--- src/ddsPkg.sv ---
// Synthesis path widths and the sine waveform used by the phase-to-amplitude stage

package ddsPkg;

	localparam int TuningWidth = 8;		// Tuning word and amplitude
	localparam int PhaseWidth = 16;
	localparam int SampleWidth = 8;
	localparam int IndexWidth = 8;		// Top phase bits that address the wave

	// Offset binary around midscale
	localparam int Midscale = 128;
	localparam int HalfSpan = 127;
	localparam int HalfLength = 1 << (IndexWidth - 1);
	localparam int QuarterShift = 2 * (IndexWidth - 2);

	// Parabolic half waves, close to a sine at this resolution
	// Index 0 is the rising zero crossing, 64 the peak, 192 the trough
	function automatic logic [SampleWidth-1:0] sineSample(
		input logic [IndexWidth-1:0] Index
	);
		int Position;
		int Bulge;
		Position = int'(Index[IndexWidth-2:0]);	// Place within the half wave
		Bulge = (HalfSpan * Position * (HalfLength - Position)) >>> QuarterShift;
		if (Index[IndexWidth-1])
			sineSample = SampleWidth'(Midscale - Bulge);	// Negative half
		else
			sineSample = SampleWidth'(Midscale + Bulge);
	endfunction

endpackage

--- src/displayPkg.sv ---
// Seven-segment display constants and the BCD to segment decoder

package displayPkg;

	localparam int DigitCount = 8;
	localparam int BcdWidth = 4;
	localparam int SegmentWidth = 8;

	// Active low, every segment dark
	localparam logic [SegmentWidth-1:0] SegmentsOff = '1;

	// Segment word is {dp, g, f, e, d, c, b, a}, active low
	// Decimal point stays dark, codes above 9 blank the digit
	function automatic logic [SegmentWidth-1:0] segmentPattern(
		input logic [BcdWidth-1:0] Digit
	);
		case (Digit)
			4'd0: segmentPattern = 8'hC0;
			4'd1: segmentPattern = 8'hF9;
			4'd2: segmentPattern = 8'hA4;
			4'd3: segmentPattern = 8'hB0;
			4'd4: segmentPattern = 8'h99;
			4'd5: segmentPattern = 8'h92;
			4'd6: segmentPattern = 8'h82;
			4'd7: segmentPattern = 8'hF8;
			4'd8: segmentPattern = 8'h80;
			4'd9: segmentPattern = 8'h90;
			default: segmentPattern = SegmentsOff;
		endcase
	endfunction

endpackage

--- src/Encoder.sv ---
// Quadrature encoder front end giving one step pulse per detent
`timescale 1ns/1ps
`default_nettype none

module Encoder #(
	parameter int DebounceCycles = 1000
)(
	input logic Clock,
	input logic Reset,
	input logic A_i,
	input logic B_i,
	output logic Increment_o,
	output logic Decrement_o
);

	localparam logic [1:0] RestState = 2'b11;	// Detent with both lines pulled high
	localparam int TimerWidth = $clog2(DebounceCycles + 1);

	logic [1:0] SyncFirst;
	logic [1:0] SyncSecond;
	logic [1:0] Stable;				// Debounced {A, B}
	logic [TimerWidth-1:0] StableTimer;
	logic Accept;
	logic SingleChange;
	logic Forward;
	logic Backward;
	logic signed [3:0] StepCount;
	logic signed [3:0] NextCount;

	always_ff @(posedge Clock, negedge Reset) begin
		if (!Reset) begin
			SyncFirst <= RestState;
			SyncSecond <= RestState;
		end else begin
			SyncFirst <= {A_i, B_i};
			SyncSecond <= SyncFirst;
		end
	end

	// A new level has to hold for DebounceCycles before it counts
	assign Accept = (SyncSecond != Stable) && (StableTimer == TimerWidth'(DebounceCycles - 1));

	always_ff @(posedge Clock, negedge Reset) begin
		if (!Reset) begin
			Stable <= RestState;
			StableTimer <= '0;
		end else if (SyncSecond == Stable) begin
			StableTimer <= '0;
		end else if (Accept) begin
			Stable <= SyncSecond;
			StableTimer <= '0;
		end else begin
			StableTimer <= StableTimer + 1'b1;
		end
	end

	// Forward order is 11, 01, 00, 10 with A moving first
	assign SingleChange = ^(SyncSecond ^ Stable);
	assign Forward = Accept && SingleChange && !(Stable[1] ^ SyncSecond[0]);
	assign Backward = Accept && SingleChange && (Stable[1] ^ SyncSecond[0]);

	always_comb begin
		NextCount = StepCount;
		if (Forward)
			NextCount = StepCount + 4'sd1;
		else if (Backward)
			NextCount = StepCount - 4'sd1;
	end

	always_ff @(posedge Clock, negedge Reset) begin
		if (!Reset) begin
			StepCount <= '0;
			Increment_o <= 1'b0;
			Decrement_o <= 1'b0;
		end else begin
			Increment_o <= 1'b0;
			Decrement_o <= 1'b0;
			if (Accept && SyncSecond == RestState) begin
				Increment_o <= (NextCount == 4'sd4);	// Full detent only
				Decrement_o <= (NextCount == -4'sd4);
				StepCount <= '0;
			end else begin
				StepCount <= NextCount;
			end
		end
	end

endmodule

`default_nettype wire

--- src/Dds.sv ---
// Direct digital synthesis core with tuning word, phase accumulator and sine lookup
`timescale 1ns/1ps
`default_nettype none

module Dds (
	input logic Clock,
	input logic Reset,
	input logic Increment_i,
	input logic Decrement_i,
	output logic [ddsPkg::SampleWidth-1:0] Sample_o,
	output logic Overflow_o
);

	localparam int SumWidth = ddsPkg::PhaseWidth + 1;

	logic [ddsPkg::TuningWidth-1:0] TuningWord;
	logic [ddsPkg::PhaseWidth-1:0] Phase;
	logic [SumWidth-1:0] PhaseSum;			// Carry in the top bit
	logic [ddsPkg::IndexWidth-1:0] TableIndex;

	// Increment wins when both pulses arrive
	always_ff @(posedge Clock, negedge Reset) begin
		if (!Reset)
			TuningWord <= '0;
		else if (Increment_i)
			TuningWord <= TuningWord + 1'b1;
		else if (Decrement_i)
			TuningWord <= TuningWord - 1'b1;
	end

	assign PhaseSum = {1'b0, Phase} + SumWidth'(TuningWord);

	always_ff @(posedge Clock, negedge Reset) begin
		if (!Reset) begin
			Phase <= '0;
			Overflow_o <= 1'b0;
		end else begin
			Phase <= PhaseSum[ddsPkg::PhaseWidth-1:0];
			Overflow_o <= PhaseSum[ddsPkg::PhaseWidth];	// One pulse per wrap
		end
	end

	assign TableIndex = Phase[ddsPkg::PhaseWidth-1 -: ddsPkg::IndexWidth];

	// Sample trails the phase by one cycle
	always_ff @(posedge Clock, negedge Reset) begin
		if (!Reset)
			Sample_o <= ddsPkg::sineSample('0);	// Midscale, matches phase zero
		else
			Sample_o <= ddsPkg::sineSample(TableIndex);
	end

endmodule

`default_nettype wire

--- src/OutputScaler.sv ---
// Amplitude control that scales each sample by an 8-bit gain
`timescale 1ns/1ps
`default_nettype none

module OutputScaler (
	input logic Clock,
	input logic Reset,
	input logic Increment_i,
	input logic Decrement_i,
	input logic [ddsPkg::SampleWidth-1:0] Sample_i,
	output logic [ddsPkg::SampleWidth-1:0] Signal_o
);

	localparam int ProductWidth = ddsPkg::SampleWidth + ddsPkg::TuningWidth;

	logic [ddsPkg::TuningWidth-1:0] Amplitude;
	logic [ProductWidth-1:0] Product;

	// Full scale after reset, wraps both ways
	always_ff @(posedge Clock, negedge Reset) begin
		if (!Reset)
			Amplitude <= '1;
		else if (Increment_i)
			Amplitude <= Amplitude + 1'b1;
		else if (Decrement_i)
			Amplitude <= Amplitude - 1'b1;
	end

	assign Product = Sample_i * Amplitude;

	always_ff @(posedge Clock, negedge Reset) begin
		if (!Reset)
			Signal_o <= '0;
		else
			Signal_o <= Product[ProductWidth-1 -: ddsPkg::SampleWidth];	// High byte
	end

endmodule

`default_nettype wire

--- src/SevenSegmentMux.sv ---
// Multiplexed scan of eight BCD digits onto a common-anode display
`timescale 1ns/1ps
`default_nettype none

module SevenSegmentMux #(
	parameter int ScanCycles = 25_000
)(
	input logic Clock,
	input logic Reset,
	input logic [displayPkg::DigitCount*displayPkg::BcdWidth-1:0] Digits_i,
	output logic [displayPkg::DigitCount-1:0] Cathodes_o,
	output logic [displayPkg::SegmentWidth-1:0] Segments_o
);

	localparam int TimerWidth = $clog2(ScanCycles + 1);
	localparam int IndexWidth = $clog2(displayPkg::DigitCount);
	localparam logic [displayPkg::DigitCount-1:0] FirstCathode = 1;

	logic [TimerWidth-1:0] ScanTimer;
	logic ScanStep;
	logic [IndexWidth-1:0] DigitIndex;
	logic [displayPkg::BcdWidth-1:0] CurrentDigit;

	assign ScanStep = (ScanTimer == TimerWidth'(ScanCycles - 1));

	// Each digit stays lit for ScanCycles
	always_ff @(posedge Clock, negedge Reset) begin
		if (!Reset) begin
			ScanTimer <= '0;
			DigitIndex <= '0;
		end else if (ScanStep) begin
			ScanTimer <= '0;
			if (DigitIndex == IndexWidth'(displayPkg::DigitCount - 1))
				DigitIndex <= '0;
			else
				DigitIndex <= DigitIndex + 1'b1;
		end else begin
			ScanTimer <= ScanTimer + 1'b1;
		end
	end

	assign CurrentDigit = Digits_i[DigitIndex*displayPkg::BcdWidth +: displayPkg::BcdWidth];

	// Active-low one-hot cathode, segments follow the same index
	assign Cathodes_o = ~(FirstCathode << DigitIndex);
	assign Segments_o = displayPkg::segmentPattern(CurrentDigit);

endmodule

`default_nettype wire

--- src/FrequencyMeter.sv ---
// Gated overflow counter with decimal conversion for the seven-segment display
`timescale 1ns/1ps
`default_nettype none

module FrequencyMeter #(
	parameter int ClockHz = 25_000_000,
	parameter int ScanCycles = 25_000
)(
	input logic Clock,
	input logic Reset,
	input logic Overflow_i,
	output logic [displayPkg::DigitCount-1:0] Cathodes_o,
	output logic [displayPkg::SegmentWidth-1:0] Segments_o
);

	localparam int GateWidth = $clog2(ClockHz);
	localparam int CountWidth = $clog2(ClockHz + 1);	// At most one overflow per cycle
	localparam int BcdBits = displayPkg::DigitCount * displayPkg::BcdWidth;
	localparam int StepWidth = $clog2(CountWidth + 1);

	logic [GateWidth-1:0] GateTimer;
	logic GateEnd;
	logic [CountWidth-1:0] OverflowCount;
	logic [CountWidth-1:0] BinaryShift;
	logic [BcdBits-1:0] BcdWork;
	logic [BcdBits-1:0] BcdAdjusted;
	logic [StepWidth-1:0] BitsLeft;
	logic [BcdBits-1:0] Digits;			// Last complete gate

	// One second gate
	assign GateEnd = (GateTimer == GateWidth'(ClockHz - 1));

	always_ff @(posedge Clock, negedge Reset) begin
		if (!Reset) begin
			GateTimer <= '0;
			OverflowCount <= '0;
		end else if (GateEnd) begin
			GateTimer <= '0;
			OverflowCount <= '0;
		end else begin
			GateTimer <= GateTimer + 1'b1;
			if (Overflow_i)
				OverflowCount <= OverflowCount + 1'b1;
		end
	end

	// Double dabble, add 3 to every digit of 5 or more before the shift
	always_comb begin
		for (int Digit = 0; Digit < displayPkg::DigitCount; Digit++) begin
			if (BcdWork[Digit*displayPkg::BcdWidth +: displayPkg::BcdWidth] >= 4'd5)
				BcdAdjusted[Digit*displayPkg::BcdWidth +: displayPkg::BcdWidth] =
					BcdWork[Digit*displayPkg::BcdWidth +: displayPkg::BcdWidth] + 4'd3;
			else
				BcdAdjusted[Digit*displayPkg::BcdWidth +: displayPkg::BcdWidth] =
					BcdWork[Digit*displayPkg::BcdWidth +: displayPkg::BcdWidth];
		end
	end

	// Latch the count at gate end, one bit shifted per cycle after that
	always_ff @(posedge Clock) begin
		if (GateEnd) begin
			BinaryShift <= OverflowCount + CountWidth'(Overflow_i);	// Last cycle counts too
			BcdWork <= '0;
		end else if (BitsLeft != '0) begin
			{BcdWork, BinaryShift} <= {BcdAdjusted, BinaryShift} << 1;
		end
	end

	always_ff @(posedge Clock, negedge Reset) begin
		if (!Reset) begin
			BitsLeft <= '0;
			Digits <= '0;
		end else if (GateEnd) begin
			BitsLeft <= StepWidth'(CountWidth);
		end else if (BitsLeft != '0) begin
			BitsLeft <= BitsLeft - 1'b1;
			if (BitsLeft == StepWidth'(1))
				Digits <= {BcdAdjusted[BcdBits-2:0], BinaryShift[CountWidth-1]};
		end
	end

	SevenSegmentMux #(
		.ScanCycles(ScanCycles)
	) SegmentMux_inst (
		.Clock(Clock),
		.Reset(Reset),
		.Digits_i(Digits),
		.Cathodes_o(Cathodes_o),
		.Segments_o(Segments_o)
	);

endmodule

`default_nettype wire

--- src/top.sv ---
// Signal generator top with encoder control, DDS, output scaling and frequency display
`timescale 1ns/1ps
`default_nettype none

module top #(
	parameter int ClockHz = 25_000_000,
	parameter int DebounceCycles = 1000,
	parameter int ScanCycles = 25_000
)(
	input logic Clock,
	input logic Reset,
	input logic EncoderFreqA_i,
	input logic EncoderFreqB_i,
	input logic EncoderAmplA_i,
	input logic EncoderAmplB_i,
	output logic [ddsPkg::SampleWidth-1:0] Signal_o,
	output logic [displayPkg::DigitCount-1:0] Cathodes_o,
	output logic [displayPkg::SegmentWidth-1:0] Segments_o
);

	logic IncrementFreq;
	logic DecrementFreq;
	logic IncrementAmpl;
	logic DecrementAmpl;
	logic Overflow;
	logic [ddsPkg::SampleWidth-1:0] Sample;

	// Frequency knob
	Encoder #(
		.DebounceCycles(DebounceCycles)
	) EncoderFreq_inst (
		.Clock(Clock),
		.Reset(Reset),
		.A_i(EncoderFreqA_i),
		.B_i(EncoderFreqB_i),
		.Increment_o(IncrementFreq),
		.Decrement_o(DecrementFreq)
	);

	// Amplitude knob
	Encoder #(
		.DebounceCycles(DebounceCycles)
	) EncoderAmpl_inst (
		.Clock(Clock),
		.Reset(Reset),
		.A_i(EncoderAmplA_i),
		.B_i(EncoderAmplB_i),
		.Increment_o(IncrementAmpl),
		.Decrement_o(DecrementAmpl)
	);

	Dds Dds_inst (
		.Clock(Clock),
		.Reset(Reset),
		.Increment_i(IncrementFreq),
		.Decrement_i(DecrementFreq),
		.Sample_o(Sample),
		.Overflow_o(Overflow)
	);

	OutputScaler OutputScaler_inst (
		.Clock(Clock),
		.Reset(Reset),
		.Increment_i(IncrementAmpl),
		.Decrement_i(DecrementAmpl),
		.Sample_i(Sample),
		.Signal_o(Signal_o)
	);

	// Counts accumulator wraps per second
	FrequencyMeter #(
		.ClockHz(ClockHz),
		.ScanCycles(ScanCycles)
	) FrequencyMeter_inst (
		.Clock(Clock),
		.Reset(Reset),
		.Overflow_i(Overflow),
		.Cathodes_o(Cathodes_o),
		.Segments_o(Segments_o)
	);

endmodule

`default_nettype wire

--- config.mk ---
export PLATFORM = sky130hd
export DESIGN_NAME = top
export DESIGN_NICKNAME = d
export VERILOG_FILES = /design/src/ddsPkg.sv /design/src/displayPkg.sv /design/src/Encoder.sv /design/src/Dds.sv /design/src/OutputScaler.sv /design/src/SevenSegmentMux.sv /design/src/FrequencyMeter.sv /design/src/top.sv
export SDC_FILE = /design/constraint.sdc
export NUM_CORES = 1
export LEC_CHECK = 0
export ABC_AREA = 1
export BUFFER_PORTS_ARGS = -buffer_cell sky130_fd_sc_hd__buf_2
export CAP_MARGIN = 10
export CORE_ASPECT_RATIO = 0.6
export CORE_UTILIZATION = 40
export CTS_CLUSTER_SIZE = 30
export DETAILED_ROUTE_END_ITERATION = 10
export GPL_ROUTABILITY_DRIVEN = 0
export GPL_TIMING_DRIVEN = 1
export HOLD_SLACK_MARGIN = 0.02
export SLEW_MARGIN = 30
export SYNTH_ARGS = -nofsm -noshare
export SYNTH_HDL_FRONTEND = slang
export SYNTH_SLANG_ARGS = --single-unit
--- constraint.sdc ---
create_clock -name Clock -period 9.8 [get_ports Clock]
set_input_delay 1.47 -clock Clock [delete_from_list [all_inputs] [get_ports Clock]]
set_output_delay 1.47 -clock Clock [all_outputs]
set_load 0.01 [all_outputs]
### Word level (Yosys, flattened, before mapping)

Memory sizes are Yosys's and may differ from the RTL's.
Cells that the tools add are included.

| storage, ports and cells | value |
|---|---|
| output and inout bits | 24 |
| memory bits (read-only) | 112 |
| bits in registers | 255 |
| word-level logic and storage cells | 152 |
| memories kept | 1 |

Memories:

| name | words | bits a word | read ports | clocked after Yosys merged registers in | write ports | RTL line | text |
|---|---|---|---|---|---|---|---|
| (name not given) | 16 | 7 | 1 | 0 | 0 | displayPkg.sv:17 | `case (Digit)` |

| operators by class | value |
|---|---|
| shifts and indexed selects | 2 |
| bitwise logic cells | 8 |
| eq/ne operators | 16 |
| multiply operators | 3 |
| reductions and logical operators | 22 |
| magnitude comparators | 8 |
| muxes and demuxes | 36 |
| add/subtract/negate cells | 28 |

Operators by type and width:

| operator | count |
|---|---|
| 2-to-1 mux 25 bit | 5 |
| 2-to-1 mux 4 bit | 13 |
| adder 25 x 1 -> 25 bit, second input constant | 2 |
| 2-to-1 mux 10 bit | 4 |
| 2-to-1 mux 8 bit | 5 |
| adder 4 x 2 -> 4 bit, second input constant | 9 |
| greater-or-equal comparator 4 x 3 -> 1 bit, second input constant | 8 |
| multiplier 32 x 32 -> 20 bit | 1 |
| indexed part select 32 x 6 -> 4 bit | 1 |
| adder 25 x 1 -> 25 bit | 1 |
| == test 25 bit, second input constant | 1 |
| adder 10 x 1 -> 10 bit, second input constant | 2 |
| == test 10 bit, second input constant | 2 |
| adder 16 x 8 -> 17 bit | 1 |
| adder 8 x 1 -> 8 bit, second input constant | 2 |
| multiplier 8 x 8 -> 16 bit | 1 |
| subtractor 8 x 1 -> 8 bit, second input constant | 2 |
| adder 15 x 1 -> 15 bit, second input constant | 1 |
| == test 15 bit, second input constant | 1 |
| 2-to-1 mux 15 bit | 1 |
| multiplier 7 x 7 -> 14 bit, first input constant | 1 |
| logical AND 1 bit | 10 |
| 2-to-1 mux 5 bit | 2 |
| subtractor 8 x 7 -> 9 bit, first input constant | 1 |
| other kinds (26) | 46 |

### Logic depth before layout (Yosys ltp)

| depth | value |
|---|---|
| word-level depth | 8 |
| gate-level depth with buffers | 40 |

### Cells and area by module

From an unflattened synthesis, not the netlist that was laid out.

| second synthesis, totals | value |
|---|---|
| cell total of the unflattened synthesis | 2948 |
| area, all modules | 21886.0 um2 |

By module, submodules not included:

| module | times used | sequential area each (um2) | cells each | area an instance (um2) |
|---|---|---|---|---|
| FrequencyMeter | 1 | 3568.4 | 1116 | 8072.7 |
| Dds | 1 | 827.0 | 837 | 6660.1 |
| OutputScaler | 1 | 410.4 | 431 | 3047.9 |
| Encoder | 2 | 558.0 | 154 | 1196.1 |
| SevenSegmentMux | 1 | 450.4 | 256 | 1712.9 |

### Least setup slack after synthesis

OpenSTA, ideal clock, no wires.

| timing path | value |
|---|---|
| kind | register -> register |
| start point | register Dds_inst.Phase[12] (netlist name) |
| end point | register Dds_inst.Sample_o[6] (netlist name) |
| buffers on the path | 0 |
| data required time | 9.677 ns |
| arrival time | 7.567 ns |
| path slack | 2.111 ns |
| cell stages (with the launch flop) | 35 |
| cells stage by stage | dfrtp_1 -> fa_1 -> inv_1 -> fa_1 -> inv_1 -> fa_1 -> fa_1 -> ha_1 -> nand2_1 -> inv_1 -> nand2_1 -> nand2_1 -> a21oi_1 -> o21ai_0 -> xnor2_1 -> nor2_1 -> fa_1 -> fa_1 -> inv_1 -> fa_1 -> fa_1 -> inv_1 -> ha_1 -> nand2_2 -> inv_1 -> a21oi_1 -> nand3_1 -> nand2_1 -> nand2_1 -> ha_1 -> nand2_1 -> nor2_1 -> nand2_1 -> nand2_1 -> xnor2_1 |

| between the ends | value |
|---|---|
| cells in the longest elaborated chain, start to end | 4 |
| elaborated cells on any way between the ends | 6 |
| those cells by class | add/sub: 3; mul: 2; mux: 1 |

RTL lines:

| element | RTL line | text |
|---|---|---|
| from (decl) | Dds.sv:17 | `logic [ddsPkg::PhaseWidth-1:0] Phase;` |
| from (signal assigned) | Dds.sv:38 | `Phase <= PhaseSum[ddsPkg::PhaseWidth-1:0];` |
| multiplier 7 x 7 -> 14 bit / subtractor 8 x 7 -> 9 bit (equally long branches) | ddsPkg.sv:24 | `Bulge = (HalfSpan * Position * (HalfLength - Position)) >>> QuarterShift;` |
| multiplier 32 x 32 -> 20 bit (*) | ddsPkg.sv:24 |  |
| adder 8 bit / subtractor 8 bit (equally long branches) | ddsPkg.sv:28, ddsPkg.sv:26 |  |
| 2-to-1 mux 8 bit (*) | ddsPkg.sv:25 | `if (Index[IndexWidth-1])` |
| to (signal assigned) | Dds.sv:48 | `Sample_o <= ddsPkg::sineSample('0);` |
| to (signal assigned) | Dds.sv:50 | `Sample_o <= ddsPkg::sineSample(TableIndex);` |
| to (decl) | Dds.sv:10 | `output logic [ddsPkg::SampleWidth-1:0] Sample_o,` |

Mark *: on every way between the ends. The rest lies on a longest branch, timed or not.
A chain may end at the register's enable or synchronous reset.

### Final worst setup path

| timing path | value |
|---|---|
| start point | register Dds_inst.Phase[13] (netlist name) |
| end point | register Dds_inst.Sample_o[6] (netlist name) |

The elaborated chain is that of the path after synthesis.

==> flow_summary_export.csv <==
group,metric,value,unit
yosys,ys.flop_type,"dfrtp_1",
timing,rsz0062_at_grt,"no",
timing,setup_viol,0,
min_path,min_to,"EncoderFreq_inst.SyncSecond[0]",
worst_setup_path,critical_path_class,"reg -> reg",
global_route,grt_max_degree,87,
yosys,synth_area_leaders,"dfrtp_1, fa_1, ha_1",
placed_design,io_buffers,28,
worst_setup_path,startpoint_type,"flop",
power,switchingPower,0.4916,mW
timing,worst_pin_slew,0.9159,ns
global_route,track_usage,18.08,%
floorplanning,rows,64,
yosys,yosysWarnings,0,
yosys,synthSimpleGateAreaFrac,21.23,%
min_path,whs_path_depth,0,
routing,routed_wl,45830,um
cts,cts_buffer_depth,3,
yosys,synth_top_family_by_area,"adder cells",
yosys,synth_compound_area_share,9.965,%
timing,fin_tns_setup,0,ns
worst_setup_path,critical_path_buf_inv_count,6,
worst_setup_path,worst_path_max_delay_cell,"fa_1",
placed_design,placed_cells,3275,
final_layout,fin_area,22310,sq um
min_path,hp-class,"reg -> reg",
yosys,synth_area_leader_cell,"dfrtp_1",
timing,hold_viol,0,
power,seqPwrFrac,49.9,%
power,swShare,22.45,%
placed_design,postPlaceCellArea,21400,sq um
power,power.leakage,11.35,nW
yosys,synth_cells,2606,
routing,wl_per_cell,13.79,um
final_layout,final-seq-area,6374,sq um
yosys,yosysTopAreaCellShare,21.48,%
floorplanning,initial_core_util,40.48,%
routing,drcViolationCount,0,
global_route,grt-ovfl-total,0,
cts,numCtsBuffers,26,
cts,post_cts_hold_buffer_count,0,
cts,cts-root-buf,"clkbuf_16",
run_status,outcome,"finished, final reports clean",
final_layout,areaGrowthSynthToFinish,8.199,%
yosys,synth_edf_count,25,
worst_setup_path,cp_top_family,"adder cells",
yosys,ys_seq_area_share,30.91,%
yosys,async_reset_ff_share,77.65,%
worst_setup_path,regToRegSetupSlack,1.31,ns
routing,dr.pass1.iters,5,
yosys,syn_nets,2914,
cts,cts.reportedPaths.clkPinSlew,0.06,ns
final_layout,antenna_cells,0,
yosys,muxShareOfSynthArea,0.05462,%
worst_setup_path,r2r-start,"Dds_inst.Phase[13]",
final_layout,nNetsFinal,2918,
worst_setup_path,cp.arrival,8.92,ns
yosys,synth_area,20620,sq um
worst_setup_path,path_depth,34,
floorplanning,die_x,295.1,um
yosys,synth.distinct_cells,61,
worst_setup_path,crit_path_end_kind,"flop",
cts,clk_latency,0.56,ns
worst_setup_path,crit_fanout,8,
worst_setup_path,rr_endpoint,"Dds_inst.Sample_o[6]",
cts,cts_resized,0,
final_layout,drive_gt1_share,6.920,%
timing,period_minus_slack,8.488,ns
timing,finClkSkew,0.01533,ns
yosys,ys_ff_latch,255,
routing,drtIter0Drc,1261,
final_layout,fillers,5040,
final_layout,fin_cells,3323,
power,p_clk_share,47.8,%
floorplanning,fp.dieH,177.9,um
final_layout,multiInputGateArea,12120,sq um
worst_setup_path,slowest_delay,0.70,ns
floorplanning,core_area,50930,sq um
global_route,grt_pass1_wl,78120,um
cts,htree_num_levels,1,
yosys,synth_xor_area_share,4.461,%
cts,cts_setup_buffers,0,
routing,drtAntennaViolNets,0,
job,cap_violations,0,
global_route,antenna_found_initial,0,
min_path,hp-start,"EncoderFreq_inst.SyncFirst[0]",
power,p_per_area,98.16,nW/um^2
power,combPwrFrac,2.3,%
timing,max_clock_freq,0.1178,GHz
power,ir_drop,0.0001109,V
worst_setup_path,r2r_cells,34,
cts,clock_sinks,255,
routing,viasPerCell,4.903,
worst_setup_path,critPathRequiredTime,10.23,ns
yosys,synth.avg_cell_area,7.911,sq um
routing,vias,16294,
power,p_int,1.698,mW
floorplanning,ios,30,
timing,post-route-period-util,86.61,%
yosys,yosys.area_share.adder,22.92,%
floorplanning,fp.dieArea,52480,sq um
placed_design,place_hpwl,35110,um
timing,slew_violations,0,
global_route,grt_pass1_vias,15582,
cts,cts_tree,"built",
timing,slew_headroom,38.73,%
flip-flops by register name, summed over array words and instances, names as in the netlist, 10 cells and up:
register / count
FrequencyMeter_inst.SegmentMux_inst.ScanTimer: 15
FrequencyMeter_inst.OverflowCount: 25
FrequencyMeter_inst.GateTimer: 25
Dds_inst.Phase: 16
EncoderAmpl_inst.StableTimer: 10
FrequencyMeter_inst.BinaryShift: 25
FrequencyMeter_inst.BcdWork: 32
FrequencyMeter_inst.Digits: 32
EncoderFreq_inst.StableTimer: 10
logic make-up after synthesis:
kind of cell / Yosys count
simple gates: 1013
buf+inv: 552
compound gates: 376
fa+ha+maj: 302
flops: 255
xor+xnor: 105
other cells: 2
mux: 1
worst max-delay path by stage:
stage	start	endpoint	slack, ns
after floorplan	Dds_inst.Phase[12]	Dds_inst.Sample_o[6]	2.11
after global routing	Dds_inst.Phase[12]	Dds_inst.Sample_o[6]	0.69
after global placement	Dds_inst.Phase[12]	Dds_inst.Sample_o[6]	1.52
after detailed placement	Dds_inst.Phase[12]	Dds_inst.Sample_o[6]	1.35
final	Dds_inst.Phase[13]	Dds_inst.Sample_o[6]	1.31
after CTS	Dds_inst.Phase[12]	Dds_inst.Sample_o[6]	1.33
per-stage QoR:
step	utilization [%]	total power [mW]	setup slack (ns)	hold WS, ns
after floorplan	-	1.138	2.111	0.3452
after global placement	42.00	1.163	1.521	0.3482
after detailed placement	42.01	1.166	1.347	0.3472
after CTS	43.77	2.228	1.328	0.3573
after global routing	43.80	2.273	0.6858	0.3619
final	43.80	2.190	1.312	0.3559
cell usage after synthesis (3+ instances only):
master    number
nand2_1      532
inv_1        482
nor2_1       267
dfrtp_1      177
ha_1         176
o21ai_0      157
a21oi_1      132
fa_1         126
nand3_1       78
xor2_1        70
nor3_1        35
xnor2_1       35
dfxtp_1       32
clkbuf_1      30
nand4_1       28
edfxtp_1      25
o21ai_1       22
dfstp_2       21
buf_2         15
a21oi_2       12
nor3_2        12
o21a_1        12
a31oi_1       10
inv_2         10
nor4_1        10
nand2_2        9
nor2_2         9
and3_1         7
a21o_1         6
buf_4          6
o22ai_1        5
buf_6          4
nor2_4         4
nor3_4         4
nor4_2         4
o211ai_1       4
nand3_2        3
nand3b_1       3
or2_2          3
cell type report:
class / count / area share (%)
Clock buffer: 39 / 3.495
Clock inverter: 9 / 0.5104
Inverter: 494 / 8.335
Multi-Input combinational cell: 1799 / 54.33
Sequential cell: 255 / 28.57
Tap cell: 693 / 3.887
Timing Repair Buffer: 34 / 0.8694
layer usage:
metal,part of all wire (%),global-route usage (%)
met1,54,28.85
met2,39,25.55
met3,5.4,2.868
met4,1.0,2.763
met5,0,0
layout by cell type, fill, tap and decap left out, drive strengths merged, types with 2 or more instances in the layout:
cell	Yosys	layout
clkinv	2	7
nand2	541	541
conb	2	2
xor2	70	70
o22ai	5	5
buf	27	33
nor4	15	15
ha	176	176
a31oi	10	10
o221ai	2	2
inv	492	493
a22oi	2	2
a21oi	144	144
nor2	280	280
dfrtp	177	177
or2	3	3
a22o	2	2
fa	126	126
edfxtp	25	25
dfxtp	32	32
a21o	6	6
nor3	51	51
nand3b	4	4
o21bai	2	2
nand4	28	28
o211ai	4	4
xnor2	35	35
and3	7	7
dfstp	21	21
bufinv	0	2
clkbuf	31	40
o21a	12	12
nand3	81	81
o21ai	181	181
a211oi	2	2
worst reg2reg max path, delay by kind of cell, from the launching register on:
family,cells,cell delay (ns)
XOR/XNOR,2,0.73
adder cells (fa/ha/maj),11,5.16
AND/OR/NAND/NOR,12,1.01
flip-flops,1,0.52
AO/OA/AOI/OAI,3,0.55
buffers and inverters,6,0.39
power by group through the flow:
stage                     Sequential [mW]  Combinational [mW]  Clock (mW)
after floorplan                      1.11              0.0288           0
after global placement               1.11              0.0518           0
after detailed placement             1.11              0.0537           0
after CTS                            1.09              0.0537        1.08
after global routing                 1.09              0.0614        1.12
final                                1.09              0.0514        1.05
(Power assumes the default switching activity.)
